--- src/rtl/wide_addsub_settings.svh ---
// wide adder/subtractor settings for limb width, limb count and operand width
`ifndef WIDE_ADDSUB_SETTINGS_SVH
`define WIDE_ADDSUB_SETTINGS_SVH

// the 64-bit prefix adder fixes the limb width
`define WA_LIMB_W 64

// limbs per operand, lowest limb processed first
`define WA_NUM_LIMBS 4

// full operand and result width
`define WA_OP_W (`WA_LIMB_W * `WA_NUM_LIMBS)

`endif

--- src/rtl/wide_addsub_pkg.sv ---
// wide adder/subtractor types for limbs, operands, limb index and sequencer state
`default_nettype none

`include "wide_addsub_settings.svh"

package wide_addsub_pkg;

   typedef logic [`WA_LIMB_W-1:0] limb_t;  // one limb through the prefix adder
   typedef logic [`WA_OP_W-1:0]   wide_t;  // full operand or result

   typedef logic [1:0] limb_idx_t;         // limb step count

   typedef enum logic [1:0] {
      IDLE,
      RUN,
      FINISH
   } seq_state_t;

endpackage

`default_nettype wire

--- src/rtl/prefix_adder_64.sv ---
// 64-bit sparse parallel-prefix adder with group carries every fourth bit
`default_nettype none

module prefix_adder_64 (
   input  wide_addsub_pkg::limb_t a,
   input  wide_addsub_pkg::limb_t b,
   input  logic                   cin,
   output wide_addsub_pkg::limb_t sum,
   output logic                   cout
);

   // index 0 holds the carry-in as a generate with no propagate,
   // index i holds bit i-1 of the operands
   logic [64:0] p;
   logic [64:0] g;

   logic [31:0] g_pair;          // radix-2 level over bit pairs
   logic [31:0] p_pair;
   logic [15:0] g_nib;           // radix-2 level over nibbles
   logic [15:0] p_nib;

   logic [4:0][15:0] tree_g;     // nibble prefix tree, row 0 is the nibble level
   logic [3:0][15:0] tree_p;

   logic [15:0] grp_c;           // carry out of nibble k, prefix down to index 0
   logic [15:0] grp_cin;         // carry into nibble k
   logic [64:1] c;               // carry into each index

   assign p = {a ^ b, 1'b0};
   assign g = {a & b, cin};

   for (genvar i = 0; i < 32; i++) begin : g_pair_lvl
      assign g_pair[i] = g[2*i+1] | (p[2*i+1] & g[2*i]);
      assign p_pair[i] = p[2*i+1] & p[2*i];
   end

   for (genvar i = 0; i < 16; i++) begin : g_nib_lvl
      assign g_nib[i] = g_pair[2*i+1] | (p_pair[2*i+1] & g_pair[2*i]);
      assign p_nib[i] = p_pair[2*i+1] & p_pair[2*i];
   end

   assign tree_g[0] = g_nib;
   assign tree_p[0] = p_nib;

   // distances 1, 2, 4, 8 over the 16 nibbles
   for (genvar lv = 0; lv < 4; lv++) begin : g_tree
      for (genvar i = 0; i < 16; i++) begin : g_node
         if (i >= (1 << lv)) begin : g_merge
            assign tree_g[lv+1][i] = tree_g[lv][i] |
                                     (tree_p[lv][i] & tree_g[lv][i-(1<<lv)]);
            if (lv < 3) begin : g_merge_p
               assign tree_p[lv+1][i] = tree_p[lv][i] & tree_p[lv][i-(1<<lv)];
            end
         end else begin : g_pass
            assign tree_g[lv+1][i] = tree_g[lv][i];  // already reaches index 0
            if (lv < 3) begin : g_pass_p
               assign tree_p[lv+1][i] = tree_p[lv][i];
            end
         end
      end
   end

   assign grp_c   = tree_g[4];
   assign grp_cin = {grp_c[14:0], 1'b0};  // p[0] is zero, so nibble 0 needs no carry here

   // ripple inside each nibble from its group carry
   for (genvar k = 0; k < 16; k++) begin : g_local
      assign c[4*k+1] = g[4*k] | (p[4*k] & grp_cin[k]);
      assign c[4*k+2] = g_pair[2*k] | (p_pair[2*k] & grp_cin[k]);
      assign c[4*k+3] = g[4*k+2] | (p[4*k+2] & c[4*k+2]);
      assign c[4*k+4] = grp_c[k];
   end

   assign sum  = p[64:1] ^ c[64:1];
   assign cout = g[64] | (p[64] & c[64]);

endmodule

`default_nettype wire

--- src/rtl/limb_counter.sv ---
// limb counter, steps through the limbs and flags the final one
`default_nettype none

`include "wide_addsub_settings.svh"

module limb_counter (
   input  logic clk,
   input  logic arst_n,
   input  logic load,
   input  logic step,
   output logic last
);

   import wide_addsub_pkg::*;

   limb_idx_t idx;  // limb currently at the adder

   always_ff @(posedge clk or negedge arst_n) begin
      if (!arst_n) begin
         idx <= '0;
      end else if (load) begin
         idx <= '0;
      end else if (step) begin
         idx <= idx + 1'b1;  // wraps back to 0 after the top limb
      end
   end

   assign last = (idx == limb_idx_t'(`WA_NUM_LIMBS - 1));

endmodule

`default_nettype wire

--- src/rtl/limb_seq_fsm.sv ---
// limb sequencer FSM, accepts start, strobes load and step, reports busy and done
`default_nettype none

module limb_seq_fsm (
   input  logic clk,
   input  logic arst_n,
   input  logic start,
   input  logic last,
   output logic load,
   output logic step,
   output logic busy,
   output logic done
);

   import wide_addsub_pkg::*;

   seq_state_t state;
   seq_state_t state_nxt;

   always_comb begin
      state_nxt = state;
      load      = 1'b0;
      step      = 1'b0;
      case (state)
         IDLE: begin
            if (start) begin
               load      = 1'b1;  // operands captured on the start edge
               state_nxt = RUN;
            end
         end
         RUN: begin
            step = 1'b1;
            if (last) begin
               state_nxt = FINISH;
            end
         end
         FINISH: begin
            state_nxt = IDLE;
         end
         default: begin
            state_nxt = IDLE;
         end
      endcase
   end

   // start is only looked at in IDLE, so a start while busy is dropped
   always_ff @(posedge clk or negedge arst_n) begin
      if (!arst_n) begin
         state <= IDLE;
         busy  <= 1'b0;
         done  <= 1'b0;
      end else begin
         state <= state_nxt;
         busy  <= (state_nxt != IDLE);
         done  <= (state_nxt == FINISH);  // one cycle, FINISH lasts one cycle
      end
   end

endmodule

`default_nettype wire

--- src/rtl/limb_datapath.sv ---
// limb datapath, operand and result shift registers around the prefix adder
`default_nettype none

`include "wide_addsub_settings.svh"

module limb_datapath (
   input  logic                   clk,
   input  logic                   arst_n,
   input  logic                   load,
   input  logic                   step,
   input  logic                   sub,
   input  wide_addsub_pkg::wide_t a,
   input  wide_addsub_pkg::wide_t b,
   output wide_addsub_pkg::wide_t result,
   output logic                   carry_out,
   output logic                   overflow
);

   import wide_addsub_pkg::*;

   wide_t a_q;        // operands, lowest limb at the bottom
   wide_t b_q;        // already inverted for subtraction
   wide_t res_q;
   logic  carry_q;    // carry between limbs, final carry-out at the end
   logic  ovf_q;      // signed overflow of the last limb added

   limb_t a_lo;
   limb_t b_lo;
   limb_t limb_sum;
   logic  limb_cout;
   logic  limb_ovf;

   assign a_lo = a_q[`WA_LIMB_W-1:0];
   assign b_lo = b_q[`WA_LIMB_W-1:0];

   prefix_adder_64 i_prefix_adder_64 (
      .a    (a_lo),
      .b    (b_lo),
      .cin  (carry_q),
      .sum  (limb_sum),
      .cout (limb_cout)
   );

   // operand signs agree and the sum sign differs
   assign limb_ovf = (a_lo[`WA_LIMB_W-1] == b_lo[`WA_LIMB_W-1]) &&
                     (limb_sum[`WA_LIMB_W-1] != a_lo[`WA_LIMB_W-1]);

   always_ff @(posedge clk) begin
      if (load) begin
         a_q <= a;
         b_q <= sub ? ~b : b;  // a - b as a + ~b + 1
      end else if (step) begin
         a_q <= a_q >> `WA_LIMB_W;
         b_q <= b_q >> `WA_LIMB_W;
      end
   end

   always_ff @(posedge clk or negedge arst_n) begin
      if (!arst_n) begin
         carry_q <= 1'b0;
         ovf_q   <= 1'b0;
         res_q   <= '0;
      end else if (load) begin
         carry_q <= sub;  // the +1 of the subtraction
      end else if (step) begin
         carry_q <= limb_cout;
         ovf_q   <= limb_ovf;
         res_q   <= {limb_sum, res_q[`WA_OP_W-1:`WA_LIMB_W]};  // fill from the top
      end
   end

   assign result    = res_q;
   assign carry_out = carry_q;
   assign overflow  = ovf_q;

endmodule

`default_nettype wire

--- src/rtl/wide_addsub.sv ---
// 256-bit limb-serial adder/subtractor, top level around sequencer, counter and datapath
`default_nettype none

module wide_addsub (
   input  logic                   clk,
   input  logic                   arst_n,
   input  logic                   start,
   input  logic                   sub,
   input  wide_addsub_pkg::wide_t a,
   input  wide_addsub_pkg::wide_t b,
   output wide_addsub_pkg::wide_t result,
   output logic                   carry_out,
   output logic                   overflow,
   output logic                   busy,
   output logic                   done
);

   logic load;  // operand capture, on the accepted start edge
   logic step;  // one limb per cycle
   logic last;  // final limb at the adder

   limb_seq_fsm i_limb_seq_fsm (
      .clk    (clk),
      .arst_n (arst_n),
      .start  (start),
      .last   (last),
      .load   (load),
      .step   (step),
      .busy   (busy),
      .done   (done)
   );

   limb_counter i_limb_counter (
      .clk    (clk),
      .arst_n (arst_n),
      .load   (load),
      .step   (step),
      .last   (last)
   );

   limb_datapath i_limb_datapath (
      .clk       (clk),
      .arst_n    (arst_n),
      .load      (load),
      .step      (step),
      .sub       (sub),
      .a         (a),
      .b         (b),
      .result    (result),
      .carry_out (carry_out),
      .overflow  (overflow)
   );

endmodule

`default_nettype wire

--- config.mk ---
export PLATFORM = sky130hd
export DESIGN_NAME = wide_addsub
export DESIGN_NICKNAME = d
export VERILOG_FILES = /design/src/rtl/wide_addsub_pkg.sv /design/src/rtl/prefix_adder_64.sv /design/src/rtl/limb_counter.sv /design/src/rtl/limb_seq_fsm.sv /design/src/rtl/limb_datapath.sv /design/src/rtl/wide_addsub.sv
export VERILOG_INCLUDE_DIRS = /design/src /design/src/rtl
export SDC_FILE = /design/constraint.sdc
export NUM_CORES = 2
export LEC_CHECK = 0
export BUFFER_PORTS_ARGS = -buffer_cell sky130_fd_sc_hd__buf_2
export CORE_AREA = 2 2 300 302
export DETAILED_ROUTE_END_ITERATION = 8
export DIE_AREA = 0 0 302 304
export PLACE_DENSITY = 0.65
export SETUP_SLACK_MARGIN = 0.4
export SLEW_MARGIN = 10
export SYNTH_ARGS = -nofsm -noshare
export SYNTH_HDL_FRONTEND = slang
export SYNTH_SLANG_ARGS = --single-unit
--- constraint.sdc ---
create_clock -name clk -period 15.1 [get_ports clk]
set_input_delay 3.02 -clock clk [delete_from_list [all_inputs] [get_ports clk]]
set_output_delay 3.02 -clock clk [all_outputs]
set_load 0.01 [all_outputs]
; Word-level counts from Yosys, hierarchy flattened
; Index checks and enable logic that the tools add are counted.
[totals]
mem_count = 0
romBits = 0
reg_bits = 776
output_inout_bits = 260
latch_bits = 0
ram_bits = 0
inputBits = 516
[classes]
shifts = 0
n_eq_ne = 5
addsub = 1
mul = 0
n_div = 0
n_reduce_logical = 5
order_cmp = 0
n_mux = 15
bitwise = 373
[ops]
columns = op, n
row1 = $mux W256, 5
row2 = $not A256 Y256, 1
row3 = $and A1 B1 Y1, 224
row4 = $or A1 B1 Y1, 144
row5 = $xor A64 B64 Y64, 2
row6 = $and A64 B64 Y64, 1
row7 = $mux W2, 4
row8 = $mux W1, 5
row9 = $eq A2 B2 Y1 const B, 2
row10 = $pmux W2 S2, 1
row11 = $reduce_bool A2 Y1, 2
row12 = $add A2 B1 Y2 const B, 1
row13 = $eq A2 B1 Y1 const B, 1
row14 = $logic_not A2 Y1, 1
row15 = $reduce_and A2 Y1, 1
row16 = $eq A1 B1 Y1, 1
row17 = $logic_and A1 B1 Y1, 1
row18 = $ne A1 B1 Y1, 1
row19 = $not A1 Y1, 1

; Logic depth before layout (Yosys ltp)
[logic_depth]
depth_word = 19
mapped_depth = 13

; Cells and area by module
; From an unflattened synthesis, not the netlist that was laid out.
[unflattened]
cells_unflattened = 2509
area_unflattened_um2 = 36507.5
[by_module_without_submodules]
columns = module, n_inst, cells_per_inst, seq_area_each_um2, area_each_um2
row1 = limb_datapath, 1, 2133, 21830.9, 33249.4
row2 = prefix_adder_64, 1, 358, 0.0, 3020.4
row3 = limb_seq_fsm, 1, 11, 100.1, 148.9
row4 = limb_counter, 1, 7, 50.0, 88.8

; Least setup slack after synthesis
; Ideal clock, no wire load.
[synth_timing]
kind = input to register
startpoint = in start
endpoint = reg i_limb_datapath.carry_q (netlist: i_limb_datapath.carry_out)
setup_ps = 663
stages = 5
arrival_time_ps = 15242
path_slack_ps = -805
n_path_buf = 2
cell_sequence = nand2_1 > clkbuf_1 > clkbuf_1 > nand2_1 > o221ai_1
[synth_via]
elab_chain_len = 3
[synth_lines]
columns = element, line_no
row1 = start: declaration, wide_addsub.sv:7  ; input logic start,
row2 = $mux W1 *, limb_seq_fsm.sv:26  ; if (start) begin
row3 = $mux W1 *, limb_seq_fsm.sv:24  ; case (state)
row4 = $mux W1 or $reduce_bool A2 Y1 (tied branches), -
row5 = end signal: assignment, limb_datapath.sv:64  ; carry_q <= sub;
row6 = end signal: assignment, limb_datapath.sv:66  ; carry_q <= limb_cout;
row7 = end: declaration, limb_datapath.sv:24  ; logic carry_q;
; Every way passes the cells marked *; elsewhere a longest branch is shown, timed or not.
; A chain may end at the register's enable or synchronous reset.

; Worst setup path after layout
[layout_timing]
startpoint = in start
endpoint = reg i_limb_datapath.b_q[220] (enable)
[layout_via]
elab_chain_len = 3
[layout_lines]
columns = element, line_no
row1 = $mux W1, limb_seq_fsm.sv:26
row2 = $mux W1, limb_seq_fsm.sv:24
row3 = $reduce_bool A2 Y1 (no line), -
row4 = end signal: assignment, limb_datapath.sv:51  ; b_q <= sub ? ~b : b;
row5 = end signal: assignment, limb_datapath.sv:54  ; b_q <= b_q >> `WA_LIMB_W;
row6 = end: declaration, limb_datapath.sv:22  ; wide_t b_q;
; No other way between the ends.

==> flow_metrics.env <==
export IMPL_status="finished clean"
export IMPL_cp_end_kind="flop"
export IMPL_synth_area_per_cell_um2=11.9
export IMPL_grt_first_pass_wirelength_um=147000
export IMPL_worstHoldPathType="reg -> reg"
export IMPL_synth_edf_count=512
export IMPL_final_nets=4261
export IMPL_rsz0062_at_grt="no"
export IMPL_io_buffers=775
export IMPL_start_util_pct=39.3
export IMPL_r2r_end="i_limb_datapath.b_q[220]$_SDFFCE_PN0P_"
export IMPL_vias=23800
export IMPL_first_pass_iters=5
export IMPL_cts_root_buf="clkbuf_16"
export IMPL_synth_ff_type="edfxtp_1"
export IMPL_syn_to_final_growth_pct=22.4
export IMPL_final_cells=4909
export IMPL_place_congestion=0.882
export IMPL_fin_crit_sh_pct=41.2
export IMPL_clk_latency_ns=0.66
export IMPL_dieArea_um2=91800
export IMPL_slew_viol_final=0
export IMPL_synthTopCellsByCount="nand2_1 (838), edfxtp_1 (512), xnor2_1 (267)"
export IMPL_cellLeakagePower_nw=19.1
export IMPL_yosys_warnings=0
export IMPL_clockBufferDepth=3
export IMPL_grt_pass1_vias=23300
export IMPL_setup_tns_ns=0
export IMPL_arrival_ns=6.48
export IMPL_setup_viol=0
export IMPL_ys_top_cells_by_area="edfxtp_1 (44%), dfrtp_1 (19%), nand2_1 (9.0%)"
export IMPL_cts_resized=0
export IMPL_vias_per_cell=4.84
export IMPL_netlist_instances=2942
export IMPL_cap_violations=0
export IMPL_cts_hold_buf=0
export IMPL_total_power_mw=10.5
export IMPL_r2r_start="i_limb_seq_fsm.state[0]$_DFF_PN0_"
export IMPL_antenna_found_initial=58
export IMPL_drtIter0Drc=1948
export IMPL_power_density_nw_per_um2=245
export IMPL_layout_drive_gt1_share_pct=30.7
export IMPL_synth_top_area_cell="edfxtp_1"
export IMPL_htreeDepth=3
export IMPL_reg2reg_setup_slack_ns=10.95
export IMPL_critPathMaxFanout=189
export IMPL_grt_max_degree=232
export IMPL_max_slew_margin_pct=18.1
export IMPL_hp_start="i_limb_datapath.overflow$_DFFE_PN0P_"
export IMPL_numCtsBuffers=85
export IMPL_finalHoldViolCount=0
export IMPL_fin_crit_ns=6.21
export IMPL_clk_pin_slew_ns=0.06
export IMPL_whs_path_depth=2
export IMPL_grtUsageTotal_pct=21.6
export IMPL_wirelength_um=101000
export IMPL_post_cts_buffers=0
export IMPL_synth_distinct_cells=48
export IMPL_crit_chain="buf_2, buf_4, nand2_4, nand2_8, buf_12"
export IMPL_synth_top_area_share_pct=43.9
export IMPL_cts_tree="done"
export IMPL_dp_cells=4737
export IMPL_fp_dieW_um=302
export IMPL_worstPathRequired_ns=15.36
export IMPL_hpwl_um=74100
export IMPL_core_area_um2=89000
export IMPL_num_rows=110
export IMPL_critPathKind="in -> reg"
export IMPL_synth_seq_cells=776
export IMPL_syn_area_um2=35000
export IMPL_cp_slowest_stage_delay_ns=0.97
export IMPL_tightest_slew_ns=1.23
export IMPL_drc=0
export IMPL_die_y_um=304
export IMPL_grt_overflow_total=0
export IMPL_crit_slowest_cell="nand2_8"
export IMPL_whs_endpoint="i_limb_datapath.overflow$_DFFE_PN0P_"
export IMPL_async_flop_share_pct=34.0
export IMPL_ys_seq_area_share_pct=62.7
export IMPL_fmax_mhz=161
export IMPL_skew_ns=0.0214
export IMPL_wl_per_cell_um=20.6
export IMPL_syn_nets=3555
export IMPL_fin_hold_ws_ns=0.490
export IMPL_ant_nets=0
export IMPL_start_kind="primary input"
export IMPL_ff2ff_path_depth=5
export IMPL_yosysMostFrequentCell="nand2_1"
export IMPL_peakVddDrop_mv=0.197
export IMPL_io_pins=776
export IMPL_cts_sinks=776
[flip-flops by register name, indices dropped and copies added (netlist names)]
name                       flops
i_limb_datapath.result       256
i_limb_datapath.carry_out      1
i_limb_seq_fsm.busy            1
i_limb_datapath.b_q          256
i_limb_datapath.a_q          256
i_limb_datapath.overflow       1
i_limb_seq_fsm.done            1
i_limb_counter.idx             2
i_limb_seq_fsm.state           2
[per-layer routing]
layer  up-vias  part of all wire, %  global-route usage, %
met5         -                 0.21                      0
met1     11400                   43                   28.8
met3       179                  6.1                   4.09
met2       722                   48                   35.5
met4        32                  2.7                   7.09
li1      11500                    -                      -
[worst max-delay path, delay by kind of cell]
kind / cells / cell delay, ns
buffers and inverters: 3 / 1.39
and+or+nand+nor: 2 / 1.65
[cell families after synthesis]
logic type | synth area share (%)
muxes | 6.52
AOI/OAI and AO/OA | 5.40
buffers and inverters | 2.44
DFF | 62.7
adders and majority gates | 4.17
and+or+nand+nor | 11.5
xor gates and xnor gates | 7.20
[power by group]
part | total, mW | internal, mW | switching, mW
clock | 2.11 | 1.24 | 0.873
sequential | 4.45 | 3.81 | 0.649
combinational | 3.95 | 1.57 | 2.38
total | 10.5 | 6.61 | 3.90
[how the worst max path moves through the flow]
stage / depth (start not counted) / start / to / slack [ns]
floorplan: 5 / start / i_limb_datapath.carry_out$_DFFE_PN0P_ / 4.35
global route: 5 / start / i_limb_datapath.b_q[245]$_SDFFCE_PN0P_ / 8.63
global placement: 5 / start / i_limb_datapath.b_q[211]$_SDFFCE_PN0P_ / 8.23
CTS: 5 / start / i_limb_datapath.b_q[201]$_SDFFCE_PN0P_ / 8.85
detailed placement: 5 / start / i_limb_datapath.b_q[201]$_SDFFCE_PN0P_ / 8.16
finish: 5 / start / i_limb_datapath.b_q[220]$_SDFFCE_PN0P_ / 8.89
[metrics by stage]
stage               utilization (%)  setup WS (ns)  area (µm²)
finish                         48.2           8.89       42900
global route                   48.1           8.63       42900
CTS                            48.1           8.85       42800
detailed placement             44.9           8.16       40000
global placement               44.9           8.23       40000
floorplan                         -           4.35       35000
[cell usage in the layout, fill, tap and decap left out, types with 7 or more instances in the layout]
master     instances
xor2_1            21
and3_1            65
bufinv_16          8
nor2_1            76
edfxtp_1         512
nand4_1            9
inv_1             55
fa_1              33
a21oi_1           29
a21o_1            21
clkbuf_1          22
clkinv_2           7
xnor2_1          267
buf_2            773
clkinv_1           7
nand2_1          836
o21ai_0          257
dfrtp_1          264
clkbuf_16         87
diode_2           21
ha_1              64
mux2_2           203
buf_4             11
[cell type report]
cell class,count,area [µm²]
clock inverters,34,499
flip-flops and latches,776,22000
clock buffers,117,2360
well taps,1176,1470
inverters,55,206
fillers,8040,46200
multi-input cells,1939,12200
diodes,21,52.6
repair buffers,791,4080
Note: power is estimated with default switching activity, not from simulation.
